==> src/hdl/colorPkg.sv <==
/* Colour definitions for the pixel stage.
   Layer encoding, channel type and the fixed sprite palette. */

package colorPkg;

    // ----------------------------------------------------------------------
    // layer that covers a pixel
    // ----------------------------------------------------------------------

    typedef enum logic [2:0] {
        LayerBlank,
        LayerBall,
        LayerPipe,
        LayerHeart,
        LayerBackground
    } layerT;

    // ----------------------------------------------------------------------
    // colours
    // ----------------------------------------------------------------------

    // one 8-bit VGA DAC channel
    typedef logic [7:0] channelT;

    // palette as {red, green, blue}
    localparam logic [23:0] BallRgb = 24'h00FF44;
    localparam logic [23:0] PipeRgb = 24'hCC7711;
    localparam logic [23:0] HeartRgb = 24'hDD00FF;

    // sky blue behind all sprites
    localparam logic [23:0] BackgroundRgb = 24'h0000FF;

    // DAC must output black outside the visible area
    localparam logic [23:0] BlankRgb = 24'h000000;

endpackage

==> src/hdl/geomPkg.sv <==
/* Screen geometry for the side-scroller colour stage.
   Pixel coordinate type, fixed sprite boxes and the life count type. */

package geomPkg;

    // ----------------------------------------------------------------------
    // screen coordinates
    // ----------------------------------------------------------------------

    // 640 x 480 raster, 10 bits covers both axes
    typedef logic [9:0] coordT;

    // ----------------------------------------------------------------------
    // pipe obstacle box
    // ----------------------------------------------------------------------

    localparam coordT PipeX = 10'd300;
    localparam coordT PipeY = 10'd380;
    localparam coordT PipeW = 10'd50;
    // reaches the bottom line of the screen
    localparam coordT PipeH = 10'd100;

    // ----------------------------------------------------------------------
    // life hearts, top right corner
    // ----------------------------------------------------------------------

    localparam coordT HeartX0 = 10'd450;
    localparam coordT HeartX1 = 10'd500;
    localparam coordT HeartX2 = 10'd550;
    localparam coordT HeartY = 10'd20;
    localparam coordT HeartSize = 10'd50;

    // ----------------------------------------------------------------------
    // lives
    // ----------------------------------------------------------------------

    typedef logic [1:0] livesT;

    localparam livesT LivesMax = 2'd3;

endpackage
==> src/hdl/colorMapper.sv <==
/* Pixel colour stage of the side-scroller.
   Lives tracking, layer selection and palette lookup, two cycles deep. */

`timescale 1ns/100ps

module colorMapper (
    input  logic              Clk,
    input  logic              Reset,
    input  geomPkg::coordT    DrawX,
    input  geomPkg::coordT    DrawY,
    input  logic              Blank,
    input  geomPkg::coordT    BallX,
    input  geomPkg::coordT    BallY,
    input  geomPkg::coordT    BallSize,
    output colorPkg::channelT Red,
    output colorPkg::channelT Green,
    output colorPkg::channelT Blue,
    output geomPkg::livesT    Lives
);

    import colorPkg::*;

    // first pipeline stage output
    layerT layer;

    livesTracker tracker (
        .Clk   (Clk),
        .Reset (Reset),
        .BallX (BallX),
        .BallY (BallY),
        .Lives (Lives)
    );

    layerSelect selector (
        .Clk      (Clk),
        .Reset    (Reset),
        .DrawX    (DrawX),
        .DrawY    (DrawY),
        .BallX    (BallX),
        .BallY    (BallY),
        .BallSize (BallSize),
        .Blank    (Blank),
        .Lives    (Lives),
        .Layer    (layer)
    );

    paletteMap palette (
        .Clk   (Clk),
        .Reset (Reset),
        .Layer (layer),
        .Red   (Red),
        .Green (Green),
        .Blue  (Blue)
    );

endmodule

==> src/hdl/paletteMap.sv <==
/* Palette stage, maps the selected layer to a registered RGB pixel. */

`timescale 1ns/100ps

module paletteMap (
    input  logic              Clk,
    input  logic              Reset,
    input  colorPkg::layerT   Layer,
    output colorPkg::channelT Red,
    output colorPkg::channelT Green,
    output colorPkg::channelT Blue
);

    import colorPkg::*;

    logic [23:0] rgbNext;

    always_comb
    begin
        case (Layer)
            LayerBall:       rgbNext = BallRgb;
            LayerPipe:       rgbNext = PipeRgb;
            LayerHeart:      rgbNext = HeartRgb;
            LayerBackground: rgbNext = BackgroundRgb;
            // blanking and unused codes
            default:         rgbNext = BlankRgb;
        endcase
    end

    always_ff @(posedge Clk or posedge Reset)
    begin
        if (Reset)
        begin
            Red <= '0;
            Green <= '0;
            Blue <= '0;
        end
        else
        begin
            Red <= rgbNext[23:16];
            Green <= rgbNext[15:8];
            Blue <= rgbNext[7:0];
        end
    end

    blankLayerIsBlack: assert property (@(posedge Clk) disable iff (Reset)
        Layer == LayerBlank |=> {Red, Green, Blue} == 24'h0);

endmodule

==> src/hdl/layerSelect.sv <==
/* Per-pixel layer selection.
   Hit-tests ball, pipe and hearts and registers the layer on top. */

`timescale 1ns/100ps

module layerSelect (
    input  logic            Clk,
    input  logic            Reset,
    input  geomPkg::coordT  DrawX,
    input  geomPkg::coordT  DrawY,
    input  geomPkg::coordT  BallX,
    input  geomPkg::coordT  BallY,
    input  geomPkg::coordT  BallSize,
    input  logic            Blank,
    input  geomPkg::livesT  Lives,
    output colorPkg::layerT Layer
);

    import geomPkg::*;
    import colorPkg::*;

    // half-open box test, edges summed at 11 bits so a ball near
    // the right border cannot wrap around
    function automatic logic inBox(
        input coordT px,
        input coordT py,
        input coordT bx,
        input coordT by,
        input coordT w,
        input coordT h
    );
        logic [10:0] rightEdge;
        logic [10:0] bottomEdge;
        rightEdge = {1'b0, bx} + {1'b0, w};
        bottomEdge = {1'b0, by} + {1'b0, h};
        return (px >= bx) && ({1'b0, px} < rightEdge) &&
               (py >= by) && ({1'b0, py} < bottomEdge);
    endfunction

    logic       ballHit;
    logic       pipeHit;
    logic [2:0] heartHit;
    layerT      layerNext;

    assign ballHit = inBox(DrawX, DrawY, BallX, BallY, BallSize, BallSize);
    assign pipeHit = inBox(DrawX, DrawY, PipeX, PipeY, PipeW, PipeH);

    // left heart goes first, so heart k needs more than 2 - k lives
    assign heartHit[0] = inBox(DrawX, DrawY, HeartX0, HeartY, HeartSize, HeartSize) &&
                         (Lives > 2'd2);
    assign heartHit[1] = inBox(DrawX, DrawY, HeartX1, HeartY, HeartSize, HeartSize) &&
                         (Lives > 2'd1);
    assign heartHit[2] = inBox(DrawX, DrawY, HeartX2, HeartY, HeartSize, HeartSize) &&
                         (Lives > 2'd0);

    // priority: blank, ball, pipe, heart, background
    always_comb
    begin
        if (!Blank)
            layerNext = LayerBlank;
        else if (ballHit)
            layerNext = LayerBall;
        else if (pipeHit)
            layerNext = LayerPipe;
        else if (|heartHit)
            layerNext = LayerHeart;
        else
            layerNext = LayerBackground;
    end

    always_ff @(posedge Clk or posedge Reset)
    begin
        if (Reset)
            Layer <= LayerBlank;
        else
            Layer <= layerNext;
    end

    // blanking wins over every sprite
    blankGivesBlankLayer: assert property (@(posedge Clk) disable iff (Reset)
        !Blank |=> Layer == LayerBlank);

endmodule

==> src/hdl/livesTracker.sv <==
/* Life counter for the side-scroller.
   Takes one life per ball collision with the pipe, stops at game over. */

`timescale 1ns/100ps

module livesTracker (
    input  logic          Clk,
    input  logic          Reset,
    input  geomPkg::coordT BallX,
    input  geomPkg::coordT BallY,
    output geomPkg::livesT Lives
);

    import geomPkg::*;

    typedef enum logic [2:0] {
        LivesThree,
        CrashOne,
        LivesTwo,
        CrashTwo,
        LivesOne,
        GameOver
    } stateT;

    stateT state;
    stateT stateNext;
    logic  collision;
    logic  cleared;

    // top-left corner of the ball strictly inside the pipe box
    assign collision = (BallX > PipeX) && (BallX < PipeX + PipeW) &&
                       (BallY > PipeY) && (BallY < PipeY + PipeH);

    // ball has passed the pipe's right edge
    assign cleared = BallX > PipeX + PipeW;

    always_ff @(posedge Clk or posedge Reset)
    begin
        if (Reset)
            state <= LivesThree;
        else
            state <= stateNext;
    end

    always_comb
    begin
        stateNext = state;
        case (state)
            LivesThree: if (collision) stateNext = CrashOne;
            CrashOne:   if (cleared) stateNext = LivesTwo;
            LivesTwo:   if (collision) stateNext = CrashTwo;
            CrashTwo:   if (cleared) stateNext = LivesOne;
            LivesOne:   if (collision) stateNext = GameOver;
            // held until reset
            GameOver:   stateNext = GameOver;
            default:    stateNext = LivesThree;
        endcase
    end

    // life already gone while the ball is still in the pipe
    always_comb
    begin
        case (state)
            LivesThree:         Lives = LivesMax;
            CrashOne, LivesTwo: Lives = 2'd2;
            CrashTwo, LivesOne: Lives = 2'd1;
            default:            Lives = 2'd0;
        endcase
    end

    // lives only ever count down between resets
    livesNeverRise: assert property (@(posedge Clk) disable iff (Reset)
        Lives <= $past(Lives));

endmodule

==> config.mk <==
export PLATFORM = sky130hd
export DESIGN_NAME = colorMapper
export DESIGN_NICKNAME = d
export VERILOG_FILES = /design/src/hdl/colorPkg.sv /design/src/hdl/geomPkg.sv /design/src/hdl/colorMapper.sv /design/src/hdl/paletteMap.sv /design/src/hdl/layerSelect.sv /design/src/hdl/livesTracker.sv
export SDC_FILE = /design/constraint.sdc
export NUM_CORES = 1
export LEC_CHECK = 0
export ABC_AREA = 1
export BUFFER_PORTS_ARGS = -buffer_cell sky130_fd_sc_hd__buf_4
export CORE_MARGIN = 2
export CORE_UTILIZATION = 55
export CTS_BUF_LIST = sky130_fd_sc_hd__clkbuf_4
export DETAILED_ROUTE_END_ITERATION = 7
export GPL_TIMING_DRIVEN = 0
export PLACE_DENSITY = 0.89
export REMOVE_ABC_BUFFERS = 1
export SYNTH_ARGS = -nofsm -noshare
export SYNTH_HDL_FRONTEND = slang
export SYNTH_SLANG_ARGS = --single-unit
==> constraint.sdc <==
create_clock -name Clk -period 1.65 [get_ports Clk]
set_clock_uncertainty 0.15 [all_clocks]
set_input_delay 0.2475 -clock Clk [delete_from_list [all_inputs] [get_ports Clk]]
set_output_delay 0.2475 -clock Clk [all_outputs]
set_load 0.01 [all_outputs]
==> results.ini, run 1 <==
[routing]
vias=3267
dr.pass1.iters=5
wirelength_mm=8.63
drcViolationCount=0
via_per_inst=5.58
ant_nets=0
drtIter0Drc=155
wl_per_cell_um=14.8

[yosys]
synth_top_family_by_area=simple AND/OR/NAND/NOR gates
synth-xor-area-share_pct=4.59
synth.avg_cell_area_um2=6.55
synth_area_um2=2860
yosysWarningCount=0
yosys.area_share.simple_pct=30.7
synth_mux_area_share_pct=0
synth_top_area_share_pct=25.3
synth_enable_flop_cells=0
synthArstFlopShare_pct=100
ys_seq_area_share_pct=11.4
synthAdderAreaFrac_pct=26.7
syn_inst=437
synth_cell_types=35
synthTopCellsByCount=94 x nand2_1, 58 x ha_1, 48 x nor2_1
yosysMostFrequentCell=nand2_1
synth-compound-area-share_pct=14.0
synth_area_leaders=ha_1 25%, nand2_1 12%, dfrtp_1 11%, nor2_1 6.3%, a21oi_1 5.9%
synthFlopType=dfrtp_1
yosys.area.top_type=ha_1
ys_ff_latch=13

[power]
p_leak_nw=1.96
power.density_nw_per_um2=627
ir_drop_v=0.000412

[hold_path]
min_path_type=input port to register

[die]
core-area_um2=5070
rows=26
io_pins=79
dieArea_um2=5800
initial_utilization_pct=56.4
dieHeight_um=76.2
die_w_um=76.2

[critical_path]
path_common_cell=nand2_1
cpPeakStageDelay_ns=0.36
crit_chain=buf_8, ha_4, fa_2, inv_2, nor2_2, nor2_2, nor2_1, nor2_1, xor2_1, ha_1, a21oi_1, nand2_1, nand2_1, nand2_1, nand2_1, nand3_2, nand2_2, nor2_1
startpoint_type=input port
crit_slowest_cell=fa_2
endpoint_kind=register
path_max_fanout=2
critical_path_class=input port to register
cp.required_ns=1.67
crit_buf_inv=2
crit_family=simple AND/OR/NAND/NOR gates
crit_arrival_ns=2.49

[cts]
clock_latency_ns=0.27
cts.reportedPaths.clkPinSlew_ns=0.08
clock_path_buffers=2
cts_buffers=3
cts-root-buf=clkbuf_4
cts.sink_count=13
cts_htree_levels=1
cts_tree=done

[global_route]
first_global_vias=3066
grt_max_degree=14
grt_pass1_wl_mm=13.0
grt.total_usage_pct=27.1
grt_antenna_before_repair=0
globalRouteOverflowTotal=0

[sta]
final_max_slew_viol_count=0
fin_ws_ns=-0.827
hold_viol=0
setup_viol=3
max_freq_mhz=404
grt_setup_unrepaired=true
hold_ws_ns=0.0855
finalCriticalPeriod_ns=2.48
period_share_pct=150

[run]
drv_cap=0

[placement]
hpwl_mm=6.58
port_buffers=76
place_inst=567
gp_congestion=0.907

[cells_and_area]
layout.cells.non_filler=585
drive_gt1_share_pct=30.7
final_nets=629
diodes=0
area_growth_pct=30.9

[outcome]
failed_checks=setup timing
status=complete, but fails checks

final timing paths:
check / startpoint / to / slack, ns / cells after the start
worst max register to register: tracker.state[0] / selector.Layer[0] / 0.12 / 7
worst max-delay path: BallSize[0] / selector.Layer[1] / -0.83 / 18
max in group asynchronous: Reset / tracker.state[0] / 0.60 / 3
min in group asynchronous: Reset / tracker.state[1] / 0.40 / 3
worst min-delay path: Blank / selector.Layer[0] / 0.09 / 3
worst min register to register: selector.Layer[1] / palette.Green[3] / 0.32 / 1
flip-flops by register name, indices dropped and copies added (netlist names):
register,flops
selector.Layer,3
palette.Red,2
tracker.state,3
palette.Green,2
palette.Blue,3
worst min-delay path, cell delays in order:
cell	delay [ns]
buf_4	0.12
inv_1	0.06
a21oi_1	0.04
where the power goes:
group,leakage (nW),total [mW],internal [mW],switching [mW]
clock,0.0184,0.206,0.110,0.0961
sequential,0.166,0.432,0.376,0.0557
combinational,1.78,1.71,0.786,0.926
cell type report:
class                           instances  area (µm²)
Clock buffer                            4        30.0
Fill cell                             414        1330
Inverter                               61         231
Tap cell                               70        87.6
Sequential cell                        13         327
Multi-Input combinational cell        347        2380
Timing Repair Buffer                   90         697
metal layers:
layer / global-route usage [%] / share of wire [%] / vias up
met5: 0 / 0 / -
li1: - / - / 1601
met2: 52.1 / 51 / 132
met4: 11.3 / 4.1 / 0
met3: 2.13 / 6.0 / 30
met1: 30.7 / 39 / 1504
metrics by stage:
step / power, mW / cell area [µm²] / worst slack [ns] / setup TNS [ns] / utilization (%)
global placement: 1.77 / 3400 / -1.24 / -3.66 / 67.0
CTS: 2.16 / 3640 / -0.739 / -2.21 / 71.6
detailed placement: 1.84 / 3400 / -1.32 / -3.90 / 67.0
global route: 2.54 / 3750 / -0.892 / -2.67 / 73.9
floorplan: 1.37 / 2740 / -0.898 / -2.63 / -
finish: 2.35 / 3750 / -0.827 / -2.47 / 73.9
logic make-up (layout without fill, tap and decap cells):
family,after synthesis,in the layout
buffers and inverters,78,155
AO/OA/AOI/OAI,68,68
XOR/XNOR,15,15
other,1,2
adder cells (fa/ha/maj),60,60
flip-flops,13,13
AND/OR/NAND/NOR,202,202
cell usage in the layout, fill, tap and decap left out, drive strengths merged, types with 2 or more instances in the layout:
master	Yosys	layout
nand2	97	97
buf	17	89
inv	60	60
ha	58	58
nor2	50	50
a21oi	38	38
nand3	23	23
o21ai	18	18
nor3	14	14
dfrtp	13	13
nand4	12	12
xor2	8	8
xnor2	7	7
o21bai	4	4
clkbuf	0	4
or2	3	3
o211ai	3	3
nor4	2	2
o21a	2	2
fa	2	2
conb	1	2
what timing repair did:
| item | CTS | global route |
|---|---|---|
| hold buffers | 1 | 0 |
| setup buffers | 8 | 5 |
| endpoints found under the setup margin | 4 | 4 |
| resized for setup | 29 | 13 |
| endpoints found under the hold margin | 13 | 0 |
| pin swaps | 27 | 15 |
No activity file was read; power rests on OpenSTA's default activity.
==> inputs of run 2 (changes only) <==
ABC_CLOCK_PERIOD_IN_PS = 1650   (was unset)
CAP_MARGIN = 10   (was unset)
RECOVER_POWER = 50   (was unset)
==> results.ini, run 2 (same netlist as run 1, synthesis figures left out) <==
[outcome]
status=complete, but fails checks
failed_checks=DRC, setup timing

[sta]
finalCriticalPeriod_ns=2.49
max_freq_mhz=402
period_share_pct=151
hold_viol=0
grt_setup_unrepaired=true
final_max_slew_viol_count=0
hold_ws_ns=0.0807
setup_viol=3
fin_ws_ns=-0.836
tns_ns=-2.49

[global_route]
globalRouteOverflowTotal=0
grt_pass1_wl_mm=13.0
grt_max_degree=14
grt.total_usage_pct=27.1
grt_antenna_before_repair=0
first_global_vias=3066

[placement]
gp_congestion=0.907
port_buffers=76
hpwl_mm=6.58
dp_slack_ns=-1.32
place_inst=567

[critical_path]
path_common_cell=nand2_1
r2r-start=tracker.state[0]
cp-startpoint=BallSize[0]
path_max_fanout=2
crit_arrival_ns=2.50
cpPeakStageDelay_ns=0.37
cp.required_ns=1.66
path_depth=18
r2r_slack_ns=0.12
crit_buf_inv=2
r2r_end=selector.Layer[0]
crit_chain=buf_8, ha_4, fa_2, inv_2, nor2_2, nor2_2, nor2_1, nor2_1, xor2_1, ha_1, a21oi_1, nand2_1, nand2_1, nand2_1, nand2_1, nand3_2, nand2_2, nor2_1
crit_slowest_cell=fa_2
reg2regPathDepth=7
crit_path_end=selector.Layer[1]
startpoint_type=input port
endpoint_kind=register
crit_family=simple AND/OR/NAND/NOR gates
critical_path_class=input port to register

[power]
finalPower_mw=2.34
p_sw_share_pct=46.0
ir_drop_v=0.000411
power.density_nw_per_um2=626
p_int_mw=1.26
p_comb_share_pct=72.8
pwr-share-seq_pct=18.5
clock_power_share_pct=8.7
p_leak_nw=1.94
p_switching_mw=1.07

[cells_and_area]
largest_registers=palette.Blue: 3 flops, selector.Layer: 3 flops, tracker.state: 3 flops
area_growth_pct=30.3
final_nets=629
drive_gt1_share_pct=29.7
layout_commonest_cell=nand2_1
final_cell_mix=90 x nand2_1, 79 x buf_4, 47 x ha_1
diodes=0
layout.cells.non_filler=585

[routing]
ant_nets=0
via_per_inst=5.58
wirelength_mm=8.64
drtIter0Drc=153
wl_per_cell_um=14.8
dr.pass1.iters=8
vias=3262
drcViolationCount=1

[die]
io_pins=79
initial_utilization_pct=56.4
dieHeight_um=76.2
die_w_um=76.2
rows=26
dieArea_um2=5800
core-area_um2=5070

[cts]
cts_tree=done
cts_buffers=3
cts.sink_count=13
cts.reportedPaths.clkPinSlew_ns=0.08
cts_htree_levels=1
clock_path_buffers=2
clock_latency_ns=0.27
cts-root-buf=clkbuf_4

[run]
drv_cap=0

[hold_path]
min_path_type=input port to register

run 2: changes by cell type in the layout (fill, tap and decap cells not counted):
cell      change
buf_4         -6
clkbuf_4      +1
o21ai_0       +1
o21ai_1       -1
clkbuf_1      +5
run 2: what timing repair did:
item	4_1_cts	5_1_grt
hold endpoints to repair	13	0
pin swaps	27	15
gates cloned	0	0
setup endpoints to repair	4	4
hold buffers	1	0
gates resized for setup	29	13
setup buffers	8	5
run 2: worst register-to-register path: cells and delay by family, from the launching register on:
| family | cells | cell delay, ns |
|---|---|---|
| AO/OA/AOI/OAI | 1 | 0.16 |
| flip-flops | 1 | 0.45 |
| AND/OR/NAND/NOR | 6 | 0.69 |
run 2: worst min-delay path by stage:
| stage | to | cells after the start | startpoint |
|---|---|---|---|
| 6_report | selector.Layer[0] | 3 | Blank |
| 2_1_floorplan | palette.Blue[4] | 1 | Reset |
| 5_1_grt | selector.Layer[2] | 3 | Blank |
| 3_3_place_gp | tracker.state[2] | 2 | Reset |
| 3_5_place_dp | tracker.state[1] | 2 | Reset |
| 4_1_cts | selector.Layer[0] | 3 | Blank |
run 2: area by class of cell:
cell class | instances | area (µm²)
Timing Repair Buffer | 90 | 678
Fill cell | 422 | 1340
Clock buffer | 4 | 30.0
Multi-Input combinational cell | 347 | 2380
Tap cell | 70 | 87.6
Sequential cell | 13 | 327
Inverter | 61 | 231
run 2: through the flow:
step,area [µm²],utilization [%]
5_1_grt,3730,73.5
4_1_cts,3640,71.6
3_5_place_dp,3400,67.0
3_3_place_gp,3400,67.0
2_1_floorplan,2740,-
6_report,3730,73.5
run 2: power groups by stage:
stage / combinational, mW / clock (mW) / sequential (mW)
floorplan: 0.916 / 0 / 0.454
global placement: 1.33 / 0 / 0.441
detailed placement: 1.39 / 0 / 0.442
CTS: 1.53 / 0.204 / 0.428
global route: 1.87 / 0.215 / 0.441
finish: 1.70 / 0.203 / 0.432
run 2: layer usage:
| layer | wire length, µm | vias up | GRT usage [%] |
|---|---|---|---|
| li1 | - | 1596 | - |
| met4 | 314 | 0 | 11.3 |
| met3 | 506 | 28 | 2.13 |
| met2 | 4410 | 135 | 52.1 |
| met1 | 3410 | 1503 | 30.7 |
| met5 | 0 | - | 0 |
